--- config.mk ---
export PLATFORM = sky130hd
export DESIGN_NAME = hit_write_buffer
export DESIGN_NICKNAME = d
export VERILOG_FILES = /design/src/rtl/cache_pkg.sv /design/src/rtl/hit_write_buffer.sv
export VERILOG_INCLUDE_DIRS = /design/src /design/src/rtl
export SDC_FILE = /design/constraint.sdc
export NUM_CORES = 1
export LEC_CHECK = 0
export ABC_AREA = 0
export BUFFER_PORTS_ARGS = -buffer_cell sky130_fd_sc_hd__buf_4
export CORE_ASPECT_RATIO = 1.1
export CORE_MARGIN = 4
export CORE_UTILIZATION = 43
export DETAILED_ROUTE_END_ITERATION = 7
export HOLD_SLACK_MARGIN = 0.1
export PLACE_DENSITY = 0.94
export SETUP_SLACK_MARGIN = 0.2
export SYNTH_ARGS = -nofsm -noshare
export SYNTH_HDL_FRONTEND = slang
export SYNTH_SLANG_ARGS = --single-unit
--- constraint.sdc ---
create_clock -name clk -period 1 [get_ports clk]
set_input_delay 0.15 -clock clk [delete_from_list [all_inputs] [get_ports clk]]
set_output_delay 0.15 -clock clk [all_outputs]
set_load 0.02 [all_outputs]
--- src/rtl/cache_macros.svh ---
// ====================
// Geometry of the two-way data cache: 256 sets of 16-byte lines
// Bank width and the 3-bit victim LFSR assume four words per line
// ====================
`ifndef CACHE_MACROS_SVH
`define CACHE_MACROS_SVH

// Address split: tag | index | byte offset
`define CACHE_INDEX_W   8
`define CACHE_TAG_W     20
`define CACHE_OFFSET_W  4

// Line layout
`define CACHE_BANKS     4
`define CACHE_WORD_W    32
`define CACHE_STRB_W    4
`define CACHE_LINE_W    128

// Victim LFSR reset value, must be nonzero
`define CACHE_LFSR_SEED 3'b111

`endif

--- src/rtl/cache_pkg.sv ---
// ====================
// Types shared by the cache RTL, sized from cache_macros.svh
// ====================
`default_nettype none

`include "cache_macros.svh"

package cache_pkg;

    typedef logic [`CACHE_INDEX_W-1:0]       index_t;
    typedef logic [`CACHE_TAG_W-1:0]         tag_t;
    typedef logic [`CACHE_OFFSET_W-1:0]      offset_t;
    typedef logic [$clog2(`CACHE_BANKS)-1:0] bank_t;    // Word within a line
    typedef logic [`CACHE_WORD_W-1:0]        word_t;
    typedef logic [`CACHE_STRB_W-1:0]        strb_t;
    typedef logic [`CACHE_LINE_W-1:0]        line_t;
    typedef logic [`CACHE_TAG_W+`CACHE_INDEX_W+`CACHE_OFFSET_W-1:0] addr_t;

    // Main controller
    typedef enum logic [2:0] {IDLE, LOOKUP, MISS, REPLACE, REFILL} main_state_e;

    // Hit write buffer
    typedef enum logic {WB_IDLE, WB_WRITE} wb_state_e;

endpackage

`default_nettype wire

--- src/rtl/hit_write_buffer.sv ---
// ====================
// One-entry buffer that commits a store hit one cycle after lookup
// ====================
`timescale 1ns/100ps
`default_nettype none

module hit_write_buffer (
    input  wire                    clk,
    input  wire                    resetn,
    input  wire                    hit_write,
    input  wire                    hit_way,
    input  wire cache_pkg::bank_t  hit_bank,
    input  wire cache_pkg::index_t hit_index,
    input  wire cache_pkg::strb_t  hit_strb,
    input  wire cache_pkg::word_t  hit_word,
    output logic                   busy,
    output logic                   wr_en,
    output logic                   wr_way,
    output cache_pkg::bank_t       wr_bank,
    output cache_pkg::index_t      wr_index,
    output cache_pkg::strb_t       wr_strb,
    output cache_pkg::word_t       wr_word
);

    cache_pkg::wb_state_e state;

    // Back-to-back store hits keep the buffer in WB_WRITE
    always_ff @(posedge clk) begin
        if (!resetn) begin
            state <= cache_pkg::WB_IDLE;
        end else begin
            state <= hit_write ? cache_pkg::WB_WRITE : cache_pkg::WB_IDLE;
        end
    end

    always_ff @(posedge clk) begin
        if (hit_write) begin
            wr_way   <= hit_way;
            wr_bank  <= hit_bank;
            wr_index <= hit_index;
            wr_strb  <= hit_strb;
            wr_word  <= hit_word;
        end
    end

    assign busy  = (state == cache_pkg::WB_WRITE);
    assign wr_en = busy;     // Also sets the dirty bit

endmodule

`default_nettype wire

# After elaboration in Yosys (flattened, before gate mapping)
# Cells that the tools add are included.
# word_totals
reg_bits	48
in_bits	50
output_inout_bits	49
wordCells	7
# classes
muxes	1
# op_table
operator	count
1-bit two-way mux	1

# Longest topological paths before layout
# logic_depth
depth_word	1
ltp_mapped	1
ltp_nobuf	1

# Worst setup path after synthesis
# Ideal clock, no wire load.
# synth_timing
path_kind	register -> output
startpoint	register state, in the netlist busy
endpoint	output wr_en
t_arrival_ns	0.595
required_time_ns	0.850
slack_ns	0.255
path_stages_with_launch	2
path_cell_list	dfxtp_1 > buf_4
# synth_lines
item	line_no	text
from (decl)	hit_write_buffer.sv:25	cache_pkg::wb_state_e state;
from (signal assigned)	hit_write_buffer.sv:30	state <= cache_pkg::WB_IDLE;
from (signal assigned)	hit_write_buffer.sv:32	state <= hit_write ? cache_pkg::WB_WRITE : cache_pkg::WB_IDLE;
to (decl)	hit_write_buffer.sv:17	output logic wr_en,
# No word-level cell between the ends.

# Worst setup path in the final report
# layout_timing
startpoint	register wr_word[28]
endpoint	output wr_word[28]
# layout_lines
item	line_no	text
from (decl)	hit_write_buffer.sv:22	output cache_pkg::word_t wr_word
from (signal assigned)	hit_write_buffer.sv:42	wr_word <= hit_word;
# No word-level cell between the ends.

==> metrics.txt <==
H-tree levels 2; Yosys top cell area share a little over nine tenths; Hold Slack just under 0.2 ns; Final setup viols 49; final worst-path setup slack -0.150 ns; share of cells above drive strength 1 between 50% and 60%; placed cell count 183; DRC 0; Initial Utilization 46.2%; CTS tree built; ANT cells 0; delay of the slowest critical-path stage 0.46 ns; Cell Area, Synth roughly 0.0014 mm^2; Setup CP Type reg2out; drt wl/cell between 20 and 30 um; largest net degree at the start of global routing 28; First-pass DRT Iterations 5; RD Place Congestion 0.660; fillcell total 59; clk root buf clkbuf_4; Synthesized Nets 100; core region area 0.00313 mm^2; die area between 0.004 and 0.005 mm^2; Setup crit end kind primary output; initial antenna violation count 0; max-cap violations 0; CP cell instances buf_6; status finished with violations; number of global-route vias before repair 1325; crit path time final approximately 1.2 ns; Port Buf Inserts 98; Worst-Margin Slew approximately 0.16 ns; CP required between 0.8 and 0.9 ns; die width 63.3 um; crit share post-route 115%; pwr/cell area about 1500 mW/mm^2; fin. max-slew vios 0; WP buf/inv 1; critical hold path startpoint hit_write; Ys Warns 0; Final Non-Filler Cells about 240; crit-path max FO 1; Seq/Total Area, Yosys 99.0%; top cells by area, synth edfxtp_1 98%, dfxtp_1 1.4%, buf_4 0.52%; type of origin of the critical path flip-flop; Post-synth EDFFs between 40 and 50; max_slew headroom 89.6%; Main synth FF type edfxtp_1; final hold vios 0; WP data arrival 1.00 ns; Worst path slowest cell edfxtp_1; Worst-path clk slew around 0.15 ns; fin area approximately 0.003 mm^2; Cells after Synth 50; library cells used by synthesis 4; Hold Path Stages 2; dpl cell area around 0.0023 mm^2; # rows 21; Iter 0 DRT Violations 114; Num CTS Buffers 5; Top delay family on crit path flip-flops; cell accounting for the most synthesized area edfxtp_1; count leader, synth edfxtp_1; Seq cells post-synth 48; first-pass GRT wire length approximately 8.0 mm; # nets final 254; Total GRT Usage 26.6%; Hold Path Class in2reg; VDD IR max between 0.001 and 0.0015 V; final WL 6.58 mm; global route overflow 0; Max Clock Freq between 800 and 900 MHz; Leak ~1.3 nW; RSZ-0062 raised after global routing true; WHS Endpoint wr_word[0]$_DFFE_PP_; Tot Pwr ~0.0046 W; Async SR Flop Fraction 0%; Setup Buffers After CTS 0; Clock Path Buffers 2; vias per std cell roughly 5.2; Post-DRT Antenna Nets 0; # IOs 99; Layout Area Growth over Synthesis 107%; Vias roughly 1200; clock sink count between 40 and 50; failing checks setup timing; final core utilization between 90% and 100%; Die H around 70 um; Avg Cell Area, Syn 28.9 um^2; Commonest cells post-synth 47 x edfxtp_1, 1 x and2_1, 1 x buf_4, 1 x dfxtp_1
==> worst max-delay path by stage <==
stage                                     start  slack, ns  depth (start not counted)               endpoint
after floorplan                 busy$_SDFF_PN0_       0.26                          1                  wr_en
after global placement                hit_write       0.25                          2  wr_index[5]$_DFFE_PP_
after detailed placement              hit_write       0.24                          2  wr_word[26]$_DFFE_PP_
after CTS                 wr_word[29]$_DFFE_PP_      -0.09                          1            wr_word[29]
after global routing      wr_word[29]$_DFFE_PP_      -0.18                          1            wr_word[29]
final                     wr_word[28]$_DFFE_PP_      -0.15                          1            wr_word[28]
==> repair_timing <==
action,in CTS,in global routing
setup endpoints to repair,49,49
hold buffers,48,0
resized for setup,46,4
hold endpoints to repair,48,0
==> power by group <==
part | switching, W | internal (W) | leakage, nW
Combinational | 0.000418 | 0.000535 | 0.754
Clock | 0.000657 | 0.000525 | 0.0422
Sequential | 0.0000974 | 0.00239 | 0.469
Total | 0.00117 | 0.00345 | 1.26
==> sequential cells by signal, indices dropped and copies added, names as in the netlist <==
signal and cells:
wr_way 1, busy 1, wr_strb 4, wr_index 8
wr_word 32, wr_bank 2
==> cells in the final DEF, fill, tap and decap left out <==
cell,instances
clkbuf_4,5
buf_6,49
buf_12,2
and2_1,1
dlygate4sd3_1,48
bufinv_16,1
buf_4,49
edfxtp_1,47
clkbuf_1,1
clkinv_2,1
dfxtp_2,1
==> layout make-up <==
cell class                      instances  area, um^2  share of cell area [%]
Timing Repair Buffer                  148        1440                    48.0
Sequential cell                        48        1430                    47.8
Tap cell                               34        42.5                    1.42
Clock buffer                            6        41.3                    1.38
Clock inverter                          2        35.0                    1.17
Multi-Input combinational cell          1        6.26                   0.209
==> metal layers <==
layer	wire length (um)	track usage, %
met1	2130	29.8
met2	3480	49.5
met3	771	8.10
met4	189	8.36
met5	0	0
==> cells by family (layout without fill, tap and decap cells) <==
logic type | count (synthesis) | count (layout) | share of synthesized area [%]
simple gates | 1 | 1 | 0.433
flops | 48 | 48 | 99.0
buf+inv | 1 | 156 | 0.520
==> per-stage QoR <==
step / worst slack (ns) / setup TNS [ns]
3_3_place_gp: 0.251 / 0
2_1_floorplan: 0.255 / 0
5_1_grt: -0.181 / -6.71
4_1_cts: -0.0937 / -3.13
6_report: -0.150 / -5.02
3_5_place_dp: 0.237 / 0
Note: power is estimated with default switching activity, not from simulation.
