===== config.mk =====
export PLATFORM = sky130hd
export DESIGN_NAME = cache_ctrl
export DESIGN_NICKNAME = d
export VERILOG_FILES = /design/src/rtl/cache_pkg.sv /design/src/rtl/cache_ctrl.sv
export VERILOG_INCLUDE_DIRS = /design/src /design/src/rtl
export SDC_FILE = /design/constraint.sdc
export NUM_CORES = 1
export LEC_CHECK = 0
export ABC_AREA = 1
export BUFFER_PORTS_ARGS = -buffer_cell sky130_fd_sc_hd__buf_2
export CAP_MARGIN = 20
export CELL_PAD_IN_SITES_DETAIL_PLACEMENT = 1
export CELL_PAD_IN_SITES_GLOBAL_PLACEMENT = 1
export CORE_AREA = 2 2 305 307
export CTS_BUF_LIST = sky130_fd_sc_hd__clkbuf_4 sky130_fd_sc_hd__clkbuf_8
export CTS_CLUSTER_SIZE = 14
export DETAILED_ROUTE_END_ITERATION = 7
export DIE_AREA = 0 0 307 309
export GPL_TIMING_DRIVEN = 0
export PLACE_DENSITY = 0.51
export SYNTH_ARGS = -nofsm -noshare
export SYNTH_HDL_FRONTEND = slang
export SYNTH_SLANG_ARGS = --single-unit
export TNS_END_PERCENT = 50

===== constraint.sdc =====
create_clock -name clk -period 7 [get_ports clk]
set_input_delay 2.1 -clock clk [delete_from_list [all_inputs] [get_ports clk]]
set_output_delay 2.1 -clock clk [all_outputs]
set_load 0.05 [all_outputs]

===== src/rtl/cache_macros.svh =====
// ====================
// Geometry of the two-way data cache: 256 sets of 16-byte lines
// Bank width and the 3-bit victim LFSR assume four words per line
// ====================
`ifndef CACHE_MACROS_SVH
`define CACHE_MACROS_SVH

// Address split: tag | index | byte offset
`define CACHE_INDEX_W   8
`define CACHE_TAG_W     20
`define CACHE_OFFSET_W  4

// Line layout
`define CACHE_BANKS     4
`define CACHE_WORD_W    32
`define CACHE_STRB_W    4
`define CACHE_LINE_W    128

// Victim LFSR reset value, must be nonzero
`define CACHE_LFSR_SEED 3'b111

`endif


===== src/rtl/cache_pkg.sv =====
// ====================
// Types shared by the cache RTL, sized from cache_macros.svh
// ====================
`default_nettype none

`include "cache_macros.svh"

package cache_pkg;

    typedef logic [`CACHE_INDEX_W-1:0]       index_t;
    typedef logic [`CACHE_TAG_W-1:0]         tag_t;
    typedef logic [`CACHE_OFFSET_W-1:0]      offset_t;
    typedef logic [$clog2(`CACHE_BANKS)-1:0] bank_t;    // Word within a line
    typedef logic [`CACHE_WORD_W-1:0]        word_t;
    typedef logic [`CACHE_STRB_W-1:0]        strb_t;
    typedef logic [`CACHE_LINE_W-1:0]        line_t;
    typedef logic [`CACHE_TAG_W+`CACHE_INDEX_W+`CACHE_OFFSET_W-1:0] addr_t;

    // Main controller
    typedef enum logic [2:0] {IDLE, LOOKUP, MISS, REPLACE, REFILL} main_state_e;

    // Hit write buffer
    typedef enum logic {WB_IDLE, WB_WRITE} wb_state_e;

endpackage

`default_nettype wire


===== src/rtl/cache_ctrl.sv =====
// ====================
// Main cache controller: lookup, hazard stalls, write-back, refill
// Victim is picked by LFSR bit 0, invalid ways get no preference
// ====================
`timescale 1ns/100ps
`default_nettype none

`include "cache_macros.svh"

module cache_ctrl (
    input  wire                          clk,
    input  wire                          resetn,
    input  wire                          valid,
    input  wire                          op,
    input  wire cache_pkg::index_t       index,
    input  wire cache_pkg::tag_t         tag,
    input  wire cache_pkg::offset_t      offset,
    input  wire cache_pkg::strb_t        wstrb,
    input  wire cache_pkg::word_t        wdata,
    output logic                         addr_ok,
    output logic                         data_ok,
    output cache_pkg::word_t             rdata,
    output logic                         rd_req,
    output cache_pkg::addr_t             rd_addr,
    input  wire                          rd_rdy,
    input  wire                          ret_valid,
    input  wire                          ret_last,
    input  wire cache_pkg::word_t        ret_data,
    output logic                         wr_req,
    output cache_pkg::addr_t             wr_addr,
    output cache_pkg::line_t             wr_data,
    input  wire                          wr_rdy,
    input  wire cache_pkg::tag_t [1:0]   way_tag,
    input  wire [1:0]                    way_valid,
    input  wire [1:0]                    way_dirty,
    input  wire cache_pkg::line_t [1:0]  way_line,
    input  wire                          wb_busy,
    input  wire cache_pkg::bank_t        wb_bank,
    input  wire cache_pkg::index_t       wb_index,
    output logic                         lookup_en,
    output cache_pkg::index_t            lookup_index,
    output logic                         refill_we,
    output logic                         refill_way,
    output cache_pkg::index_t            refill_index,
    output cache_pkg::tag_t              refill_tag,
    output logic                         refill_dirty,
    output cache_pkg::bank_t             refill_bank,
    output cache_pkg::word_t             refill_word,
    output cache_pkg::strb_t             refill_strb,
    output logic                         hit_write,
    output logic                         hit_way,
    output cache_pkg::bank_t             hit_bank,
    output cache_pkg::index_t            hit_index,
    output cache_pkg::strb_t             hit_strb,
    output cache_pkg::word_t             hit_word
);

    cache_pkg::main_state_e state;
    cache_pkg::main_state_e state_next;

    // Request buffer
    logic              req_op;
    cache_pkg::index_t req_index;
    cache_pkg::tag_t   req_tag;
    cache_pkg::bank_t  req_bank;
    cache_pkg::strb_t  req_wstrb;
    cache_pkg::word_t  req_wdata;

    logic [1:0]        way_hit;
    logic              cache_hit;
    logic              lookup_write_hit;
    logic              hazard;
    logic              victim_dirty;
    logic              replace_way;
    logic              beat;
    logic [2:0]        lfsr;
    cache_pkg::bank_t  refill_cnt;
    cache_pkg::bank_t  new_bank;
    cache_pkg::line_t  hit_line;
    cache_pkg::word_t  merged;

    assign new_bank = offset[`CACHE_OFFSET_W-1:2];

    assign way_hit[0] = way_valid[0] && (way_tag[0] == req_tag);
    assign way_hit[1] = way_valid[1] && (way_tag[1] == req_tag);
    assign cache_hit  = |way_hit;
    assign hit_line   = way_hit[1] ? way_line[1] : way_line[0];

    // Pending or about-to-be-buffered store blocks same set or same bank
    assign lookup_write_hit = (state == cache_pkg::LOOKUP) && req_op && cache_hit;
    assign hazard = (wb_busy && (index == wb_index || new_bank == wb_bank)) ||
                    (lookup_write_hit && (index == req_index || new_bank == req_bank));

    assign addr_ok = ((state == cache_pkg::IDLE) ||
                      (state == cache_pkg::LOOKUP && cache_hit)) && !hazard;
    assign lookup_en    = valid && addr_ok;
    assign lookup_index = index;

    always_ff @(posedge clk) begin
        if (lookup_en) begin
            req_op    <= op;
            req_index <= index;
            req_tag   <= tag;
            req_bank  <= new_bank;
            req_wstrb <= wstrb;
            req_wdata <= wdata;
        end
    end

    always_ff @(posedge clk) begin
        if (!resetn) begin
            state <= cache_pkg::IDLE;
        end else begin
            state <= state_next;
        end
    end

    always_comb begin
        case (state)
            cache_pkg::IDLE:    state_next = lookup_en ? cache_pkg::LOOKUP : cache_pkg::IDLE;
            cache_pkg::LOOKUP: begin
                if (!cache_hit) begin
                    state_next = cache_pkg::MISS;
                end else begin
                    state_next = lookup_en ? cache_pkg::LOOKUP : cache_pkg::IDLE;
                end
            end
            cache_pkg::MISS:    state_next = (!victim_dirty || wr_rdy) ? cache_pkg::REPLACE
                                                                      : cache_pkg::MISS;
            cache_pkg::REPLACE: state_next = rd_rdy ? cache_pkg::REFILL : cache_pkg::REPLACE;
            cache_pkg::REFILL:  state_next = (beat && ret_last) ? cache_pkg::IDLE
                                                                : cache_pkg::REFILL;
            default:            state_next = cache_pkg::IDLE;
        endcase
    end

    // Victim LFSR, x^3 + x^2 + 1, steps once per refill
    always_ff @(posedge clk) begin
        if (!resetn) begin
            lfsr <= `CACHE_LFSR_SEED;
        end else if (beat && ret_last) begin
            lfsr <= {lfsr[1:0], lfsr[2] ^ lfsr[1]};
        end
    end

    // LFSR is stable through MISS, so the victim is too
    assign victim_dirty = way_valid[lfsr[0]] && way_dirty[lfsr[0]];

    always_ff @(posedge clk) begin
        if (state == cache_pkg::MISS) begin
            replace_way <= lfsr[0];
        end
    end

    always_ff @(posedge clk) begin
        if (!resetn) begin
            refill_cnt <= '0;
        end else if (state == cache_pkg::REPLACE) begin
            refill_cnt <= '0;
        end else if (beat) begin
            refill_cnt <= refill_cnt + 1'b1;
        end
    end

    assign beat = (state == cache_pkg::REFILL) && ret_valid;

    // Store bytes override the returned word
    always_comb begin
        merged = ret_data;
        for (int i = 0; i < `CACHE_STRB_W; i++) begin
            if (req_wstrb[i]) begin
                merged[8*i +: 8] = req_wdata[8*i +: 8];
            end
        end
    end

    assign refill_word  = (req_op && refill_cnt == req_bank) ? merged : ret_data;
    assign refill_strb  = {`CACHE_STRB_W{beat}};
    assign refill_bank  = refill_cnt;
    assign refill_way   = replace_way;
    assign refill_index = req_index;
    assign refill_tag   = req_tag;
    assign refill_dirty = req_op;
    assign refill_we    = beat && ret_last;     // Tag, valid, dirty on last beat

    // Stores complete at lookup; read misses on the requested beat
    assign data_ok = ((state == cache_pkg::LOOKUP) && (cache_hit || req_op)) ||
                     (beat && !req_op && refill_cnt == req_bank);
    assign rdata   = (state == cache_pkg::REFILL) ? ret_data
                   : hit_line[req_bank*`CACHE_WORD_W +: `CACHE_WORD_W];

    assign hit_write = lookup_write_hit;
    assign hit_way   = way_hit[1];
    assign hit_bank  = req_bank;
    assign hit_index = req_index;
    assign hit_strb  = req_wstrb;
    assign hit_word  = req_wdata;

    assign wr_req  = (state == cache_pkg::MISS) && victim_dirty;
    assign wr_addr = {way_tag[lfsr[0]], req_index, {`CACHE_OFFSET_W{1'b0}}};
    assign wr_data = way_line[lfsr[0]];     // Held at the RAM outputs since lookup

    assign rd_req  = (state == cache_pkg::REPLACE);
    assign rd_addr = {req_tag, req_index, {`CACHE_OFFSET_W{1'b0}}};

endmodule

`default_nettype wire


# After elaboration in Yosys (flattened, before gate mapping)

Cells that the tools add are included.

Input bits: 419
Register bits after elaboration: 76
Logic and storage cells: 77
Output and inout bits: 354

Shifts and indexed selects: 1
Eq/ne operators: 11
Mux-type cells: 21
$lt $le $gt $ge: 1
Add/subtract/negate cells: 1
Reductions and logical operators: 30
Bitwise gates (word level): 2

Operator list:

| cell                | number |
|---|---|
| $mux 128            | 3 |
| $shiftx 128x8->32   | 1 |
| $mux 32             | 2 |
| $eq 20x20->1        | 2 |
| $mux 20             | 2 |
| $mux 8              | 4 |
| $logic_and 1x1->1   | 17 |
| $eq 8x8->1          | 2 |
| $pmux 3 s5          | 1 |
| $logic_or 1x1->1    | 7 |
| $eq 2x2->1          | 3 |
| $eq 3x2->1 const B  | 2 |
| $mux 1              | 6 |
| $mux 3              | 2 |
| $reduce_or 2->1     | 2 |
| $eq 3x1->1 const B  | 1 |
| $eq 3x3->1 const B  | 1 |
| $logic_not 1->1     | 3 |
| $logic_not 3->1     | 1 |
| $add 2x1->2 const B | 1 |
| $lt 1x2->1 const B  | 1 |
| $mux 2              | 1 |
| $not 1->1           | 1 |
| $xor 1x1->1         | 1 |

# Depth between registers and ports, before layout

Gate-level depths: netlist of run 1.

Depth after elaboration: 12
Depth in mapped cells: 15
Mapped depth without buffers: 13

# Least setup slack after synthesis of run 1

OpenSTA, ideal clock, no wires.

Path kind: input-to-output
Start point: in way_tag[30] in the netlist's numbering
End point: out lookup_en
Setup slack: 241 ps
Data arrival time: 4,659 ps
Stages: 13
Required time: 4,900 ps
Path through: inv_1 -> nand2_1 -> nand2_1 -> nor2_1 -> nand2_1 -> nor2_1 -> nand3_1 -> buf_2 -> nand2_1 -> nand2_1 -> nand2_1 -> nand4_1 -> inv_1

Cells in the longest elaborated chain, start to end: 9
Elaborated cells on any way between the ends: 11
Those cells by class: 1 x eq/ne; 10 x reduce/logical

RTL lines:

| element             | line             | text |
|---|---|---|
| start, declared     | cache_ctrl.sv:33 | `input wire cache_pkg::tag_t [1:0] way_tag,` |
| $eq 20x20->1 *      | cache_ctrl.sv:85 | `assign way_hit[1] = way_valid[1] && (way_tag[1] == req_tag);` |
| $logic_and 1x1->1 * | cache_ctrl.sv:85 |  |
| $reduce_or 2->1 *   | cache_ctrl.sv:86 | `assign cache_hit = \|way_hit;` |
| $logic_and 1x1->1   | cache_ctrl.sv:90 | `assign lookup_write_hit = (state == cache_pkg::LOOKUP) && req_op && cache_hit;` |
| $logic_and 1x1->1   | cache_ctrl.sv:92 | `(lookup_write_hit && (index == req_index \|\| new_bank == req_bank));` |
| $logic_or 1x1->1    | cache_ctrl.sv:91 | `assign hazard = (wb_busy && (index == wb_index \|\| new_bank == wb_bank)) \|\|` |
| $logic_not 1->1     | cache_ctrl.sv:95 | `(state == cache_pkg::LOOKUP && cache_hit)) && !hazard;` |
| $logic_and 1x1->1 * | cache_ctrl.sv:95 |  |
| $logic_and 1x1->1 * | cache_ctrl.sv:96 | `assign lookup_en = valid && addr_ok;` |
| end, declared       | cache_ctrl.sv:40 | `output logic lookup_en,` |

Every way passes the cells marked *; elsewhere a longest branch is shown, timed or not.

# Worst setup path in the final report of run 1

Start point: in way_tag[26] in the netlist's numbering
End point: out rdata[12]

Cells in the longest elaborated chain, start to end: 5

RTL lines:

| element           | line              | text |
|---|---|---|
| $eq 20x20->1      | cache_ctrl.sv:85  |  |
| $logic_and 1x1->1 | cache_ctrl.sv:85  |  |
| $mux 128          | cache_ctrl.sv:87  | `assign hit_line = way_hit[1] ? way_line[1] : way_line[0];` |
| $shiftx 128x8->32 | cache_ctrl.sv:190 | `` : hit_line[req_bank*`CACHE_WORD_W +: `CACHE_WORD_W]; `` |
| $mux 32           | cache_ctrl.sv:189 | `assign rdata = (state == cache_pkg::REFILL) ? ret_data` |
| end, declared     | cache_ctrl.sv:22  | `output cache_pkg::word_t rdata,` |

No other way between the ends.

==> results.py, run 1 <==
metrics = {
    "status": {
        "status": "completed",
    },
    "sta": {
        "setup-violations-final": 0,
        "fin_hold_ws_ns": 0.505,
        "period_needed_ns": 6.79,
        "fin_ws_ns": 0.210,
        "finClkSkew_ns": 0.0537,
        "max_freq_ghz": 0.147,
        "period_share": 0.970,
        "max_slew.worst_pin.slew_ns": 1.09,
        "drv_slew": 0,
        "slew_headroom": 0.272,
        "rsz0062_at_grt": "false",
        "hold_violations": 0,
    },
    "global_routing": {
        "grt_max_degree": 38,
        "grt_pass1_vias": 15200,
        "grt_pass1_wl_um": 120000,
        "antenna_found_initial": 20,
        "grt_util_all_layers": 0.182,
        "grt_overflow": 0,
    },
    "logic_synthesis": {
        "synth_most_common_cell": "nand2_1",
        "syn_area_sq_mm": 0.00994,
        "synthCells": 1746,
        "postSynthAreaPerCell_sq_um": 5.69,
        "synthFlopType": "edfxtp_1",
        "synth_edf_count": 68,
        "synth-seq-cells": 76,
        "async_flop_share": 0,
        "yosysWarnings": 0,
        "netlist.top_cell.by_area": "nand2_1",
        "yosysTopAreaCellShare": 0.209,
        "synth_area_leaders": "nand2_1 (21%), edfxtp_1 (21%), inv_1 (11%)",
        "synth_cell_types": 32,
        "yosys-top-cells-count": "nand2_1 (554), inv_1 (293), nand3_1 (210)",
        "seq_area_frac_synth": 0.222,
    },
    "hold_path": {
        "min_path_type": "register to register",
    },
    "floorplan": {
        "core-area_sq_mm": 0.0914,
        "io_pins": 773,
        "fp.dieW_um": 307,
        "rows": 111,
        "dieArea_sq_mm": 0.0949,
        "start_util": 0.109,
        "die_h_um": 309,
    },
    "cells_and_area": {
        "drive_gt1_frac": 0.379,
        "area_delta_synth_final_pct": 59.4,
        "fill_cells": 11600,
        "final_cell_area_sq_mm": 0.0158,
        "nNetsFinal": 2961,
    },
    "route": {
        "wl_per_cell_um": 24.0,
        "drt-initial-drc-count": 779,
        "routed_wl_um": 89800,
        "ant_nets": 0,
        "dr_total_vias": 14700,
        "drc_errors": 0,
        "viasPerCell": 3.91,
        "first_pass_iters": 5,
    },
    "power": {
        "power_density_mw_per_mm2": 163,
        "ir_drop_mv": 0.108,
        "p_leak_nw": 8.94,
    },
    "clocking": {
        "path_clk_slew_ns": 0.09,
        "cts_sinks": 76,
        "holdBufCountCts": 0,
        "htree_levels": 3,
        "clockRootBuffer": "clkbuf_8",
        "worstSkewPairLatency_ns": 0.52,
        "numCtsBuffers": 9,
        "cts_tree": "built",
        "clock_path_buffers": 2,
    },
    "worst_setup_path": {
        "critical_path.max_fanout": 10,
        "endpoint_kind": "output port",
        "crit_arrival_ns": 4.69,
        "cp_data_required_time_ns": 4.90,
        "critPathLaunchType": "primary input",
        "path_class": "primary input to output port",
    },
    "placed_design": {
        "dpl_worst_slack_ns": -0.564,
        "gp_congestion": 0.847,
        "placed_area_sq_mm": 0.0154,
        "portBuffers": 762,
        "dp_hpwl_um": 77500,
    },
    "job": {
        "maxCapViolCount": 0,
    },
}
[state kept, by name, indices dropped and copies added (netlist names)]
name	flops
hit_word	32
lfsr	3
hit_bank	2
state	3
refill_way	1
hit_index	8
refill_bank	2
refill_dirty	1
hit_strb	4
refill_tag	20
[worst max-delay path, cell delays in order]
cell and delay [ns]:
buf_2 0.10, inv_1 0.04, nand2_1 0.06, nand2_1 0.10, nor2_1 0.14, nand2_1 0.12
nor2_4 0.14, buf_12 0.13, buf_4 0.21, buf_1 0.41, nand4_1 0.23, nand3_1 0.15
nand3_1 0.23, nand3_1 0.23, nand2_1 0.06, buf_2 0.21
[per-stage QoR]
| step | utilization | cells | power (W) | TNS [ns] |
|---|---|---|---|---|
| after floorplan | - | 1753 | 0.00157 | 0 |
| after global placement | 0.167 | 3701 | 0.00213 | -8.75 |
| after detailed placement | 0.169 | 3710 | 0.00214 | -6.51 |
| after CTS | 0.173 | 3733 | 0.00264 | 0 |
| after global routing | 0.173 | 3738 | 0.00273 | 0 |
| final | 0.173 | 3744 | 0.00258 | 0 |
[power breakdown]
| group | internal (W) | total, W | switching (W) |
|---|---|---|---|
| combinational | 0.000378 | 0.00152 | 0.00114 |
| sequential | 0.000553 | 0.000603 | 0.0000502 |
| clock | 0.000204 | 0.000465 | 0.000261 |
| total | 0.00114 | 0.00258 | 0.00145 |
[metal layers]
layer	track usage	part of all wire
met4	0.0533	0.021
met1	0.227	0.44
met2	0.315	0.48
met5	0	0.00061
met3	0.0398	0.060
[cell usage in the layout, fill, tap and decap left out, types with 3 or more instances in the layout]
| master | Yosys | layout |
|---|---|---|
| clkbuf_1 | 62 | 60 |
| nand2_1 | 554 | 553 |
| buf_12 | 0 | 3 |
| buf_6 | 3 | 4 |
| inv_2 | 15 | 15 |
| buf_4 | 65 | 70 |
| or2_2 | 8 | 8 |
| nor2_4 | 3 | 3 |
| a21oi_1 | 5 | 5 |
| clkbuf_8 | 0 | 9 |
| nor2_1 | 56 | 56 |
| nand3_1 | 210 | 205 |
| o21ai_2 | 0 | 3 |
| nor2_2 | 4 | 4 |
| edfxtp_1 | 68 | 68 |
| inv_1 | 293 | 292 |
| nand4_1 | 99 | 99 |
| clkbuf_2 | 0 | 3 |
| nor3_1 | 5 | 5 |
| clkbuf_4 | 0 | 4 |
| o21ai_0 | 185 | 175 |
| dfxtp_1 | 8 | 8 |
| o21ai_1 | 3 | 10 |
| conb_1 | 1 | 8 |
| diode_2 | 0 | 11 |
| buf_1 | 15 | 11 |
| buf_2 | 24 | 782 |
| nand3_2 | 1 | 6 |
| xnor2_1 | 12 | 12 |
| buf_8 | 0 | 7 |
| xor2_1 | 6 | 6 |
| mux2_2 | 32 | 32 |
[final cells by class]
type	count	area, sq um	share of cell area
multi-input combinational	1198	5700	0.360
timing repair buffer	778	4060	0.257
sequential	76	2200	0.139
tap	1186	1480	0.0937
inverter	310	1170	0.0736
buffer	169	967	0.0611
clock buffer	10	131	0.00830
clock inverter	6	88.8	0.00561
antenna	11	27.5	0.00174
[repair_timing]
action / CTS / global route
endpoints found under the setup margin: 29 / 10
endpoints found under the hold margin: 0 / 0
pin swaps: 3 / 0
setup buffers: 7 / 0
resized for setup: 23 / 10
[path summary, 6_finish.rpt]
path                               startpoint            to  slack [ns]  cells after the start
worst min-delay path                  lfsr[2]       lfsr[2]        0.50                      2
worst min register to register        lfsr[2]       lfsr[2]        0.50                      2
worst max-delay path              way_tag[26]     rdata[12]        0.21                     16
worst max register to register  refill_tag[7]  hit_word[10]        3.77                     14
[cells by family after synthesis]
logic type / synth area share
and+or+nand+nor: 0.416
buffers and inverters: 0.211
AOI/OAI and AO/OA: 0.0994
DFF: 0.222
muxes: 0.0363
xor gates and xnor gates: 0.0159
other: 0.000377
Power figures use the tool's default switching activity.
==> run 2: changes to the inputs <==
Settings changed: CTS_BUF_LIST sky130_fd_sc_hd__clkbuf_4 sky130_fd_sc_hd__clkbuf_8 to sky130_fd_sc_hd__clkbuf_8.
==> run 2 against run 1 <==
Net effect:
- clock skew is essentially flat
- register-to-register slack is essentially flat
- clock power shrank 1%
- core utilization is essentially flat
- flip-flop and latch count is the same
- maximum frequency is the same
- sequential share of layout area is essentially flat
- critical endpoint unchanged
- largest power group unchanged
==> results.py, run 2 (synthesis gave the netlist of run 1 again) <==
metrics = {
    "clocking": {
        "cts_sinks": 76,
        "clockRootBuffer": "clkbuf_8",
        "htree_levels": 3,
        "path_clk_slew_ns": 0.09,
        "cts_tree": "built",
        "clock_path_buffers": 2,
        "numCtsBuffers": 9,
        "holdBufCountCts": 0,
        "worstSkewPairLatency_ns": 0.52,
    },
    "cells_and_area": {
        "final_cell_mix": "buf_2 (782), nand2_1 (553), inv_1 (293)",
        "final_common_cell": "buf_2",
        "nNetsFinal": 2961,
        "area_delta_synth_final_pct": 59.3,
        "largest_reg_flops": 32,
        "fill_cells": 11700,
        "drive_gt1_frac": 0.378,
        "multi_input_area_sq_mm": 0.00570,
        "seq_area_sq_mm": 0.00220,
    },
    "placed_design": {
        "dp_hpwl_um": 77500,
        "dpl_worst_slack_ns": -0.564,
        "portBuffers": 762,
        "gp_congestion": 0.847,
    },
    "sta": {
        "fin_hold_ws_ns": 0.505,
        "finClkSkew_ns": 0.0539,
        "slew_headroom": 0.272,
        "period_needed_ns": 6.79,
        "rsz0062_at_grt": "false",
        "fin_ws_ns": 0.210,
        "period_share": 0.970,
        "max_slew.worst_pin.slew_ns": 1.09,
        "setup-violations-final": 0,
        "hold_violations": 0,
        "drv_slew": 0,
        "max_freq_ghz": 0.147,
    },
    "route": {
        "drc_errors": 0,
        "viasPerCell": 3.91,
        "drt-initial-drc-count": 775,
        "wl_per_cell_um": 24.0,
        "ant_nets": 0,
        "routed_wl_um": 89800,
        "first_pass_iters": 5,
        "dr_total_vias": 14600,
    },
    "global_routing": {
        "grt_max_degree": 38,
        "grt_pass1_vias": 15200,
        "grt_overflow": 0,
        "grt_util_all_layers": 0.182,
        "antenna_found_initial": 20,
        "grt_pass1_wl_um": 120000,
    },
    "worst_setup_path": {
        "path_class": "primary input to output port",
        "r2r_slack_ns": 3.77,
        "cp_data_required_time_ns": 4.90,
        "endpoint_kind": "output port",
        "rr_startpoint": "refill_tag[7]",
        "reg2reg_depth": 14,
        "critPathLaunchType": "primary input",
        "critical_path.max_fanout": 10,
        "crit_arrival_ns": 4.69,
        "regToRegEndpoint": "hit_word[10]",
    },
    "hold_path": {
        "min_path_cells": 2,
        "min_from": "lfsr[2]",
        "min_path_type": "register to register",
        "holdPathEnd": "lfsr[2]",
    },
    "floorplan": {
        "die_h_um": 309,
        "rows": 111,
        "start_util": 0.109,
        "io_pins": 773,
        "dieArea_sq_mm": 0.0949,
        "fp.dieW_um": 307,
        "core-area_sq_mm": 0.0914,
    },
    "status": {
        "status": "completed",
    },
    "power": {
        "power_density_mw_per_mm2": 163,
        "p_leak_nw": 8.94,
        "ir_drop_mv": 0.108,
        "power_w": 0.00258,
    },
    "job": {
        "maxCapViolCount": 0,
    },
}
-- run 2: worst max path at each step --
stage                           end        start  slack (ns)
final                     rdata[12]  way_tag[26]        0.21
after global routing       rdata[2]  way_tag[30]       0.006
after CTS                  rdata[0]  way_tag[38]        0.01
after detailed placement  rdata[16]  way_tag[38]       -0.56
after global placement    lookup_en  way_tag[38]       -2.20
after floorplan           lookup_en  way_tag[30]        0.24
-- run 2: what timing repair did --
item                                    CTS  global route
buffers inserted                          7             0
resized for setup                        23            10
pin swaps                                 3             0
hold endpoints to repair                  0             0
cloned                                    0             0
endpoints found under the setup margin   29            10
-- run 2: power breakdown --
| part | switching, W | leakage, nW | internal [W] |
|---|---|---|---|
| registers | 0.0000502 | 0.707 | 0.000553 |
| clock network | 0.000261 | 0.107 | 0.000199 |
| logic | 0.00114 | 8.12 | 0.000378 |
-- run 2: stage by stage --
stage / instances / instance area (sq um) / TNS, ns / util
after floorplan: 1753 / 9960 / 0 / -
after global routing: 3738 / 15800 / 0 / 0.173
after global placement: 3701 / 15300 / -8.75 / 0.167
after detailed placement: 3710 / 15400 / -6.51 / 0.169
after CTS: 3733 / 15800 / 0 / 0.173
final: 3744 / 15800 / 0 / 0.173
-- run 2: cell type report --
| class | count | share of cell area |
|---|---|---|
| Sequential cell | 76 | 0.139 |
| Clock inverter | 7 | 0.00585 |
| Antenna cell | 11 | 0.00174 |
| Clock buffer | 9 | 0.00782 |
| Inverter | 310 | 0.0737 |
| Tap cell | 1186 | 0.0937 |
| Multi-Input combinational cell | 1198 | 0.360 |
| Buffer | 169 | 0.0611 |
| Timing Repair Buffer | 778 | 0.257 |
-- run 2: metal layers --
| layer | wire length, um | up-vias | track usage |
|---|---|---|---|
| li1 | - | 7109 | - |
| met1 | 39100 | 6926 | 0.227 |
| met2 | 43300 | 531 | 0.315 |
| met3 | 5390 | 72 | 0.0398 |
| met4 | 1870 | 8 | 0.0533 |
| met5 | 55 | - | 0 |
-- run 2: worst max-delay path: stages --
cell and delay, ns:
buf_2 0.10, inv_1 0.04, nand2_1 0.06, nand2_1 0.10
nor2_1 0.14, nand2_1 0.12, nor2_4 0.14, buf_12 0.13
buf_4 0.21, buf_1 0.41, nand4_1 0.23, nand3_1 0.15
nand3_1 0.23, nand3_1 0.23, nand2_1 0.06, buf_2 0.21
